===== src/source/ibi_regf_pkg.sv =====
package ibi_regf_pkg;

    //////////////////////////////////////////////////
    // Register file geometry
    //////////////////////////////////////////////////

    localparam int unsigned REGF_ADDR_W = 12;      // Default register file address width

    //////////////////////////////////////////////////
    // Per-target tables
    //////////////////////////////////////////////////

    // Dynamic address that maps to target index 0
    localparam logic [6:0]  FIRST_TGT_ADDR   = 7'h08;
    localparam int unsigned TGT_BASE_ADDR    = 200;  // First entry of target tables
    localparam int unsigned BCR_OFFSET       = 6;    // BCR slot inside one table
    localparam int unsigned TGT_STRIDE_SHIFT = 3;    // 8 entries per target

    // Fixed locations
    localparam int unsigned MDB_ADDR         = 107;  // Received mandatory data byte

endpackage


===== src/source/ibi_bus_pkg.sv =====
package ibi_bus_pkg;

    //////////////////////////////////////////////////
    // IBI sequencing states
    //////////////////////////////////////////////////

    typedef enum logic [2:0] {
        IDLE      = 3'd0,
        ACK       = 3'd1,   // Controller drives ACK low
        NACK      = 3'd2,   // SDA left released
        MDB       = 3'd3,   // Receiving mandatory data byte
        MDB_T_BIT = 3'd4,
        PAYLOAD   = 3'd5,   // SDR payload path owns the bus
        STOP      = 3'd6
    } ibi_state_t;

    // Serializer commands
    typedef enum logic [2:0] {
        TX_IDLE      = 3'd0,
        TX_SERIAL    = 3'd1,
        TX_STOP      = 3'd2,
        TX_DRIVE_LOW = 3'd4
    } tx_mode_t;

    // Deserializer commands
    typedef enum logic [2:0] {
        RX_ACK      = 3'd0,
        RX_DESERIAL = 3'd1
    } rx_mode_t;

    //////////////////////////////////////////////////
    // Register bit positions
    //////////////////////////////////////////////////

    localparam int unsigned CFG_CTRL_ACK_BIT = 0;   // 1 = controller ACKs the IBI
    localparam int unsigned CFG_PAYLOAD_BIT  = 1;   // 1 = read payload, 0 = terminate
    localparam int unsigned BCR_MDB_BIT      = 2;   // Target sends MDB after IBI

endpackage


===== src/source/ibi_regf_port.sv =====
`timescale 1ns/1ps

module ibi_regf_port #(
    parameter int unsigned ADDR_W = ibi_regf_pkg::REGF_ADDR_W
) (
    input  logic              i_ibi_clk,
    input  logic              i_ibi_rst_n,
    input  logic [7:0]        i_ibi_tgt_address,
    input  logic              i_ibi_rx_mode_done,
    input  logic              i_bcr_lookup,
    input  logic              i_mdb_phase,
    input  logic              i_regf_wr_req,
    output logic [ADDR_W-1:0] o_ibi_regf_address,
    output logic              o_ibi_regf_wr_en,
    output logic              o_mdb_written
);

    import ibi_regf_pkg::*;

    logic [6:0]        tgt_index;
    logic [ADDR_W-1:0] bcr_addr;
    logic              rx_done_d1;
    logic              rx_done_d2;
    logic              wr_req_prev;

    //////////////////////////////////////////////////
    // BCR location of the requesting target
    //////////////////////////////////////////////////

    assign tgt_index = i_ibi_tgt_address[7:1] - FIRST_TGT_ADDR;  // Address bit 0 is R/W

    assign bcr_addr = ADDR_W'(TGT_BASE_ADDR + BCR_OFFSET)
                    + (ADDR_W'(tgt_index) << TGT_STRIDE_SHIFT);

    //////////////////////////////////////////////////
    // Receive-done delay
    //////////////////////////////////////////////////

    // Gives the deserializer time to settle the byte before the write
    always_ff @(posedge i_ibi_clk or negedge i_ibi_rst_n)
    begin
        if (!i_ibi_rst_n)
        begin
            rx_done_d1 <= 1'b0;
            rx_done_d2 <= 1'b0;
        end
        else
        begin
            rx_done_d1 <= i_ibi_rx_mode_done;
            rx_done_d2 <= rx_done_d1;
        end
    end

    assign o_mdb_written = rx_done_d2 & i_mdb_phase;  // Only meaningful while in MDB

    // Address register
    always_ff @(posedge i_ibi_clk or negedge i_ibi_rst_n)
    begin
        if (!i_ibi_rst_n)
            o_ibi_regf_address <= '0;
        else if (i_bcr_lookup)
            o_ibi_regf_address <= bcr_addr;
        else if (o_mdb_written)
            o_ibi_regf_address <= ADDR_W'(MDB_ADDR);  // MDB slot for the coming write
    end

    // Write strobe on the rising edge of the request
    always_ff @(posedge i_ibi_clk or negedge i_ibi_rst_n)
    begin
        if (!i_ibi_rst_n)
        begin
            wr_req_prev      <= 1'b0;
            o_ibi_regf_wr_en <= 1'b0;
        end
        else
        begin
            wr_req_prev      <= i_regf_wr_req;
            o_ibi_regf_wr_en <= i_regf_wr_req & ~wr_req_prev;
        end
    end

    // Writes only land in the MDB slot
    a_wr_en_mdb_slot : assert property (
        @(posedge i_ibi_clk) disable iff (!i_ibi_rst_n)
        o_ibi_regf_wr_en |-> (o_ibi_regf_address == ADDR_W'(MDB_ADDR))
    ) else $error("register file write strobe outside the MDB slot");

endmodule


===== src/source/ibi_fsm.sv =====
`timescale 1ns/1ps

module ibi_fsm (
    input  logic                  i_ibi_clk,
    input  logic                  i_ibi_rst_n,
    input  logic                  i_ibi_en,
    input  logic                  i_ibi_scl,
    input  logic                  i_ibi_scl_neg_edge,
    input  logic [7:0]            i_ibi_bcr_reg,
    input  logic [7:0]            i_ibi_cfg_reg,
    input  logic                  i_ibi_ser_mode_done,
    input  logic                  i_ibi_payload_done,
    input  logic                  i_mdb_written,
    output logic                  o_ibi_pp_od,
    output logic                  o_ibi_regf_rd_en,
    output logic                  o_ibi_rx_en,
    output logic                  o_ibi_tx_en,
    output ibi_bus_pkg::rx_mode_t o_ibi_rx_mode,
    output ibi_bus_pkg::tx_mode_t o_ibi_tx_mode,
    output logic                  o_ibi_payload_en,
    output logic                  o_ibi_cnt_en,
    output logic                  o_ibi_ser_rx_tx,
    output logic                  o_ibi_done,
    output logic                  o_bcr_lookup,
    output logic                  o_mdb_phase,
    output logic                  o_regf_wr_req
);

    import ibi_bus_pkg::*;

    ibi_state_t state;
    logic       ctrl_ack;

    assign ctrl_ack = i_ibi_cfg_reg[CFG_CTRL_ACK_BIT];

    // Handshake to the register file port
    assign o_bcr_lookup = (state == IDLE) && i_ibi_en && ctrl_ack;
    assign o_mdb_phase  = (state == MDB);

    //////////////////////////////////////////////////
    // Main sequencer
    //////////////////////////////////////////////////

    always_ff @(posedge i_ibi_clk or negedge i_ibi_rst_n)
    begin
        if (!i_ibi_rst_n)
        begin
            state            <= IDLE;
            o_ibi_pp_od      <= 1'b0;
            o_ibi_regf_rd_en <= 1'b0;
            o_ibi_rx_en      <= 1'b0;
            o_ibi_tx_en      <= 1'b0;
            o_ibi_rx_mode    <= RX_ACK;
            o_ibi_tx_mode    <= TX_IDLE;
            o_ibi_payload_en <= 1'b0;
            o_ibi_cnt_en     <= 1'b0;
            o_ibi_ser_rx_tx  <= 1'b0;
            o_ibi_done       <= 1'b0;
            o_regf_wr_req    <= 1'b0;
        end
        else
        begin
            o_ibi_done <= 1'b0;  // Pulse only
            case (state)
                IDLE:
                begin
                    o_ibi_regf_rd_en <= o_bcr_lookup;  // Fetch BCR while waiting
                    if (!i_ibi_en)
                        o_ibi_tx_en <= 1'b0;
                    else if (i_ibi_scl_neg_edge)
                    begin
                        o_ibi_pp_od <= 1'b0;  // ACK bit is open drain
                        if (ctrl_ack)
                        begin
                            state         <= ACK;
                            o_ibi_tx_en   <= 1'b1;
                            o_ibi_tx_mode <= TX_DRIVE_LOW;
                        end
                        else
                        begin
                            state       <= NACK;
                            o_ibi_tx_en <= 1'b0;  // Released SDA reads as NACK
                        end
                    end
                end

                ACK:
                begin
                    if (i_ibi_scl)  // ACK sampled on SCL high
                    begin
                        o_ibi_regf_rd_en <= 1'b0;
                        if (i_ibi_bcr_reg[BCR_MDB_BIT])
                        begin
                            state         <= MDB;
                            o_ibi_cnt_en  <= 1'b1;
                            o_ibi_rx_en   <= 1'b1;
                            o_ibi_tx_en   <= 1'b0;
                            o_ibi_pp_od   <= 1'b1;
                            o_ibi_rx_mode <= RX_DESERIAL;
                        end
                        else
                            state <= STOP;
                    end
                end

                NACK:
                begin
                    if (i_ibi_scl)
                        state <= STOP;
                end

                MDB:
                begin
                    if (i_mdb_written)
                        o_regf_wr_req <= 1'b1;
                    // T-bit starts on the next SCL low after the byte is stored
                    if (o_regf_wr_req && !i_ibi_scl)
                    begin
                        state         <= MDB_T_BIT;
                        o_regf_wr_req <= 1'b0;
                        o_ibi_rx_en   <= 1'b0;
                        o_ibi_cnt_en  <= 1'b0;
                        o_ibi_tx_mode <= TX_DRIVE_LOW;
                    end
                end

                MDB_T_BIT:
                begin
                    if (i_ibi_cfg_reg[CFG_PAYLOAD_BIT])
                    begin
                        state            <= PAYLOAD;
                        o_ibi_payload_en <= 1'b1;
                        o_ibi_ser_rx_tx  <= 1'b1;
                    end
                    else if (i_ibi_scl)
                    begin
                        state         <= STOP;
                        o_ibi_tx_en   <= 1'b1;
                        o_ibi_tx_mode <= TX_DRIVE_LOW;
                    end
                end

                PAYLOAD:
                begin
                    // SDR path counts frames and reports the end
                    if (i_ibi_payload_done)
                    begin
                        state            <= IDLE;
                        o_ibi_payload_en <= 1'b0;
                        o_ibi_ser_rx_tx  <= 1'b0;
                        o_ibi_done       <= 1'b1;
                    end
                end

                STOP:
                begin
                    if (!i_ibi_scl)
                    begin
                        o_ibi_tx_en   <= 1'b1;
                        o_ibi_tx_mode <= TX_STOP;
                    end
                    else if (i_ibi_ser_mode_done)  // SDA rose while SCL high
                    begin
                        state       <= IDLE;
                        o_ibi_done  <= 1'b1;
                        o_ibi_tx_en <= 1'b0;
                    end
                end

                default:
                    state <= IDLE;
            endcase
        end
    end

    //////////////////////////////////////////////////
    // Protocol checks
    //////////////////////////////////////////////////

    a_no_bus_fight : assert property (
        @(posedge i_ibi_clk) disable iff (!i_ibi_rst_n)
        !(o_ibi_tx_en && o_ibi_rx_en)
    ) else $error("serializer and deserializer enabled together");

    a_done_pulse : assert property (
        @(posedge i_ibi_clk) disable iff (!i_ibi_rst_n)
        o_ibi_done |=> !o_ibi_done
    ) else $error("ibi done held longer than one cycle");

endmodule


===== src/source/ibi_top.sv =====
`timescale 1ns/1ps

module ibi_top #(
    parameter int unsigned ADDR_W = ibi_regf_pkg::REGF_ADDR_W
) (
    input  logic                  i_ibi_clk,
    input  logic                  i_ibi_rst_n,
    input  logic                  i_ibi_en,
    input  logic                  i_ibi_scl,
    input  logic                  i_ibi_scl_neg_edge,
    input  logic [7:0]            i_ibi_bcr_reg,
    input  logic [7:0]            i_ibi_cfg_reg,
    input  logic [7:0]            i_ibi_tgt_address,
    input  logic                  i_ibi_ser_mode_done,
    input  logic                  i_ibi_rx_mode_done,
    input  logic                  i_ibi_payload_done,
    output logic                  o_ibi_pp_od,
    output logic [ADDR_W-1:0]     o_ibi_regf_address,
    output logic                  o_ibi_regf_rd_en,
    output logic                  o_ibi_regf_wr_en,
    output logic                  o_ibi_rx_en,
    output logic                  o_ibi_tx_en,
    output ibi_bus_pkg::rx_mode_t o_ibi_rx_mode,
    output ibi_bus_pkg::tx_mode_t o_ibi_tx_mode,
    output logic                  o_ibi_payload_en,
    output logic                  o_ibi_cnt_en,
    output logic                  o_ibi_ser_rx_tx,
    output logic                  o_ibi_done
);

    // FSM to register file port
    logic bcr_lookup;
    logic mdb_phase;
    logic regf_wr_req;
    logic mdb_written;   // Back to the FSM

    ibi_fsm u_fsm (
        .i_ibi_clk           (i_ibi_clk),
        .i_ibi_rst_n         (i_ibi_rst_n),
        .i_ibi_en            (i_ibi_en),
        .i_ibi_scl           (i_ibi_scl),
        .i_ibi_scl_neg_edge  (i_ibi_scl_neg_edge),
        .i_ibi_bcr_reg       (i_ibi_bcr_reg),
        .i_ibi_cfg_reg       (i_ibi_cfg_reg),
        .i_ibi_ser_mode_done (i_ibi_ser_mode_done),
        .i_ibi_payload_done  (i_ibi_payload_done),
        .i_mdb_written       (mdb_written),
        .o_ibi_pp_od         (o_ibi_pp_od),
        .o_ibi_regf_rd_en    (o_ibi_regf_rd_en),
        .o_ibi_rx_en         (o_ibi_rx_en),
        .o_ibi_tx_en         (o_ibi_tx_en),
        .o_ibi_rx_mode       (o_ibi_rx_mode),
        .o_ibi_tx_mode       (o_ibi_tx_mode),
        .o_ibi_payload_en    (o_ibi_payload_en),
        .o_ibi_cnt_en        (o_ibi_cnt_en),
        .o_ibi_ser_rx_tx     (o_ibi_ser_rx_tx),
        .o_ibi_done          (o_ibi_done),
        .o_bcr_lookup        (bcr_lookup),
        .o_mdb_phase         (mdb_phase),
        .o_regf_wr_req       (regf_wr_req)
    );

    ibi_regf_port #(
        .ADDR_W (ADDR_W)
    ) u_regf_port (
        .i_ibi_clk          (i_ibi_clk),
        .i_ibi_rst_n        (i_ibi_rst_n),
        .i_ibi_tgt_address  (i_ibi_tgt_address),
        .i_ibi_rx_mode_done (i_ibi_rx_mode_done),
        .i_bcr_lookup       (bcr_lookup),
        .i_mdb_phase        (mdb_phase),
        .i_regf_wr_req      (regf_wr_req),
        .o_ibi_regf_address (o_ibi_regf_address),
        .o_ibi_regf_wr_en   (o_ibi_regf_wr_en),
        .o_mdb_written      (mdb_written)
    );

endmodule


===== config.mk =====
export PLATFORM = sky130hd
export DESIGN_NAME = ibi_top
export DESIGN_NICKNAME = d
export VERILOG_FILES = /design/src/source/ibi_regf_pkg.sv /design/src/source/ibi_bus_pkg.sv /design/src/source/ibi_regf_port.sv /design/src/source/ibi_fsm.sv /design/src/source/ibi_top.sv
export SDC_FILE = /design/constraint.sdc
export NUM_CORES = 1
export LEC_CHECK = 0
export BUFFER_PORTS_ARGS = -buffer_cell sky130_fd_sc_hd__buf_2
export CORE_ASPECT_RATIO = 0.5
export CORE_MARGIN = 5
export CORE_UTILIZATION = 51
export CTS_BUF_LIST = sky130_fd_sc_hd__clkbuf_8
export DETAILED_ROUTE_END_ITERATION = 10
export HOLD_SLACK_MARGIN = 0.02
export PLACE_DENSITY_LB_ADDON = 0.05
export SLEW_MARGIN = 0
export SYNTH_ARGS = -nofsm -noshare
export SYNTH_HDL_FRONTEND = slang
export SYNTH_SLANG_ARGS = --single-unit
export TNS_END_PERCENT = 100

===== constraint.sdc =====
create_clock -name i_ibi_clk -period 1.96 [get_ports i_ibi_clk]
set_input_delay 0.392 -clock i_ibi_clk [delete_from_list [all_inputs] [get_ports i_ibi_clk]]
set_output_delay 0.392 -clock i_ibi_clk [all_outputs]
set_load 0.02 [all_outputs]

==> impl_results.md <==
- Status: finished, final reports clean
- Pwr Total: 2670 uW
- Crit-path cells: nor2b_1 > and3_1 > nor3b_1 > a31o_1
- IO Pins: 59
- Mapped cell area: 1620 um2
- Synth-to-layout area growth: 17.2%
- Worst R2R Setup Slack: 0.24 ns
- CP arrival: 1.89 ns
- First-pass GRT wire length: 6040 um
- Worst vdd ir: 0.586 mV
- Top delay family on crit path: simple AND/OR/NAND/NOR gates
- Final setup viols: 0
- Final period util: 87.6%
- Leak: 0.000894 uW
- Drt wl/cell: 14.2 um
- Setup TNS: 0 ns
- Slew Limit Headroom: 59.3%
- Die ar.: 4480 um2
- RSZ-0062 raised after global routing: no
- # Max-Cap Violations: 0
- Hold_ws: 0.111 ns
- RD Place Congestion: 0.826
- Fmax: 0.582 GHz
- Ant diodes: 0
- Register bit total from synthesis: 28
- Drt pass-1 iters: 5
- Overflow after GRT: 0
- Main flop type after synthesis: dfrtp_1
- Yosys warns: 0
- Area of the multi-input gates: 796 um2
- Crit path kind: flop to flop
- Switch share: 40.5%
- Layout cells sized above 1: 28.1%
- # Post-CTS Setup Buffers: 0
- Cell variety after synth: 51
- Max Clock Skew: 0.00421 ns
- Die Wd: 89.8 um
- CTS H-tree lvls: 1
- Logic gate share of total power: 47.1%
- GRT Total Usage: 16.7%
- Fill count: 257
- Hold WC Path Type: input port to asynchronous set/reset pin
- Initial DRC count: 64
- DR DRC count: 0
- Post-Synthesis Cells: 165
- Core ar.: 3030 um2
- Min cycle time layout: 1.72 ns
- CTS Buf Count: 3
- R2R depth: 4
- NetSw: 1080 uW
- Vias in the first global route: 1255
- Avg Vias per Cell: 5.47
- Internal: 1590 uW
- Post-DP HPWL: 2650 um
- CP endpoint kind: flop
- CP max stage cell: dfrtp_1
- Startpoint Class: flop
- PostCTS Resize Cnt: 0
- Die height: 49.9 um
- Via count: 1330
- Post-synth EDFFs: 0
- CTS Buffer Depth: 2
- Final Hold Fails: 0
- Seq/Total Area, Yosys: 43.2%
- Seq pwr share: 35.8%
- CTS tree: built
- Buf/Inv on CP: 0
- Crit path from: u_fsm.state[0]$_DFFE_PN0P_
- Initial antenna violation count: 0
- Worst R2R End: u_regf_port.o_ibi_regf_address[9]$_DFFE_PN0P_
- Clk pin slew, worst setup/hold paths: 0.10 ns
- Asr flop ratio synth: 100%
- Clock root buffer: clkbuf_8
- DRT antenna net count: 0
- Synth Area per Inst: 9.84 um2
- # hold bufs at CTS: 0
- Worst-Margin Slew: 0.611 ns
- Fin nets: 240
- Reg2Reg Launch Point: u_fsm.state[0]$_DFFE_PN0P_
- Clock power frac: 17.2%
- Initial Util: 53.6%
- Clock latency at the later pin of the worst-skew pair: 0.28 ns
- Peak per-stage delay on the critical path: 0.65 ns
- Clock Sink Count: 28
- Num rows: 14
- Largest net degree at the start of global routing: 29
- IO buf count: 40
- Power density over the cells: 1410 nW/um2
- CP required: 2.14 ns
- DRT Wirelength: 3450 um
- Max FO, Critical Path: 15
- Register Area: 701 um2
- Max Slew Vio Count: 0
stage by stage:
stage	setup slack (ns)	util, %	area, um2	std cells
floorplan	0.393	-	1630	168
detailed placement	0.183	60.4	1830	239
global placement	0.206	60.4	1830	239
finish	0.243	62.8	1900	243
global route	0.0850	62.8	1900	243
CTS	0.253	62.8	1900	243
worst reg2reg max path, stage by stage, from the launching register on:
cell,delay [ns]
dfrtp_1,0.65
nor2b_1,0.38
and3_1,0.32
nor3b_1,0.08
a31o_1,0.18
Yosys cell counts (2+ instances only):
cell type | count | area (um2)
a31oi_1 | 3 | 18.8
xnor2_1 | 6 | 52.6
o21bai_1 | 2 | 15.0
o21ai_0 | 11 | 55.1
a21oi_1 | 7 | 35.0
o31ai_1 | 2 | 15.0
nand2b_1 | 4 | 25.0
o21ai_1 | 3 | 15.0
ha_1 | 4 | 50.1
nor3b_1 | 3 | 22.5
buf_4 | 6 | 45.0
mux2i_1 | 2 | 20.0
buf_2 | 5 | 25.0
nand3b_1 | 3 | 22.5
nor2b_1 | 5 | 31.3
nand3_1 | 6 | 30.0
dfrtp_1 | 28 | 701
nand2_1 | 11 | 41.3
nor2_1 | 8 | 30.0
a22oi_1 | 2 | 15.0
a22o_1 | 3 | 26.3
buf_6 | 3 | 33.8
a32o_1 | 2 | 20.0
inv_1 | 9 | 33.8
layer usage:
metal / vias to the layer above / GRT usage, % / share of wire [%]
met3: 5 / 5.78 / 10
met4: 0 / 4.52 / 1.0
met2: 51 / 26.9 / 45
li1: 652 / - / -
met1: 622 / 21.3 / 44
met5: - / 0 / 0
cells in the final DEF, fill, tap and decap left out, types with 2 or more instances in the layout:
| master | instances |
|---|---|
| xnor2_1 | 6 |
| a22o_1 | 3 |
| clkbuf_8 | 3 |
| a31oi_1 | 3 |
| dfrtp_1 | 28 |
| mux2i_1 | 2 |
| o21bai_1 | 2 |
| nor2_1 | 8 |
| buf_4 | 4 |
| nand3_1 | 6 |
| a22oi_1 | 2 |
| nand2_1 | 11 |
| nor3b_1 | 3 |
| a21oi_1 | 7 |
| conb_1 | 4 |
| nand2b_1 | 4 |
| buf_2 | 40 |
| nand3b_1 | 3 |
| o21ai_1 | 3 |
| ha_1 | 4 |
| nor2b_1 | 5 |
| o21ai_0 | 11 |
| inv_1 | 9 |
| o31ai_1 | 2 |
| a32o_1 | 2 |
layout make-up:
| type | count | share of cell area [%] |
|---|---|---|
| inverters | 9 | 1.78 |
| clock inverters | 1 | 1.58 |
| well taps | 40 | 2.63 |
| clock buffers | 3 | 2.17 |
| flip-flops and latches | 28 | 36.8 |
| multi-input cells | 117 | 41.8 |
| repair buffers | 45 | 13.2 |
flip-flops by register name, indices dropped and copies added (netlist names):
register / flops
u_fsm.state: 3
u_fsm.o_ibi_regf_rd_en: 1
u_fsm.o_ibi_ser_rx_tx: 1
u_regf_port.o_ibi_regf_wr_en: 1
u_fsm.o_ibi_rx_en: 1
u_regf_port.rx_done_d1: 1
u_regf_port.rx_done_d2: 1
u_regf_port.wr_req_prev: 1
u_fsm.o_regf_wr_req: 1
u_fsm.o_ibi_done: 1
u_fsm.o_ibi_pp_od: 1
u_fsm.o_ibi_tx_en: 1
u_regf_port.o_ibi_regf_address: 11
u_fsm.o_ibi_tx_mode: 2
u_fsm.o_ibi_rx_mode: 1
power by group through the flow:
stage,Clock [uW],Sequential (uW),Combinational [uW]
6_report,459,957,1260
5_1_grt,501,1010,1390
4_1_cts,475,962,1270
3_5_place_dp,0,971,1270
3_3_place_gp,0,963,1240
2_1_floorplan,0,1140,765
worst max-delay path by stage:
stage	cells after the start	endpoint	slack, ns
after floorplan	5	u_regf_port.o_ibi_regf_address[9]$_DFFE_PN0P_	0.39
after global placement	6	u_regf_port.o_ibi_regf_address[9]$_DFFE_PN0P_	0.21
after detailed placement	6	u_regf_port.o_ibi_regf_address[9]$_DFFE_PN0P_	0.18
after CTS	4	u_regf_port.o_ibi_regf_address[9]$_DFFE_PN0P_	0.25
after global routing	4	u_regf_port.o_ibi_regf_address[9]$_DFFE_PN0P_	0.09
final	4	u_regf_port.o_ibi_regf_address[9]$_DFFE_PN0P_	0.24
logic make-up after synthesis:
logic type | after synthesis | synth area share [%]
compound gates | 51 | 22.7
other cells | 1 | 0.231
mux | 4 | 2.85
buf+inv | 23 | 8.48
fa+ha+maj | 4 | 3.08
flops | 28 | 43.2
simple gates | 48 | 16.3
xor+xnor | 6 | 3.24
(Power assumes the default switching activity.)
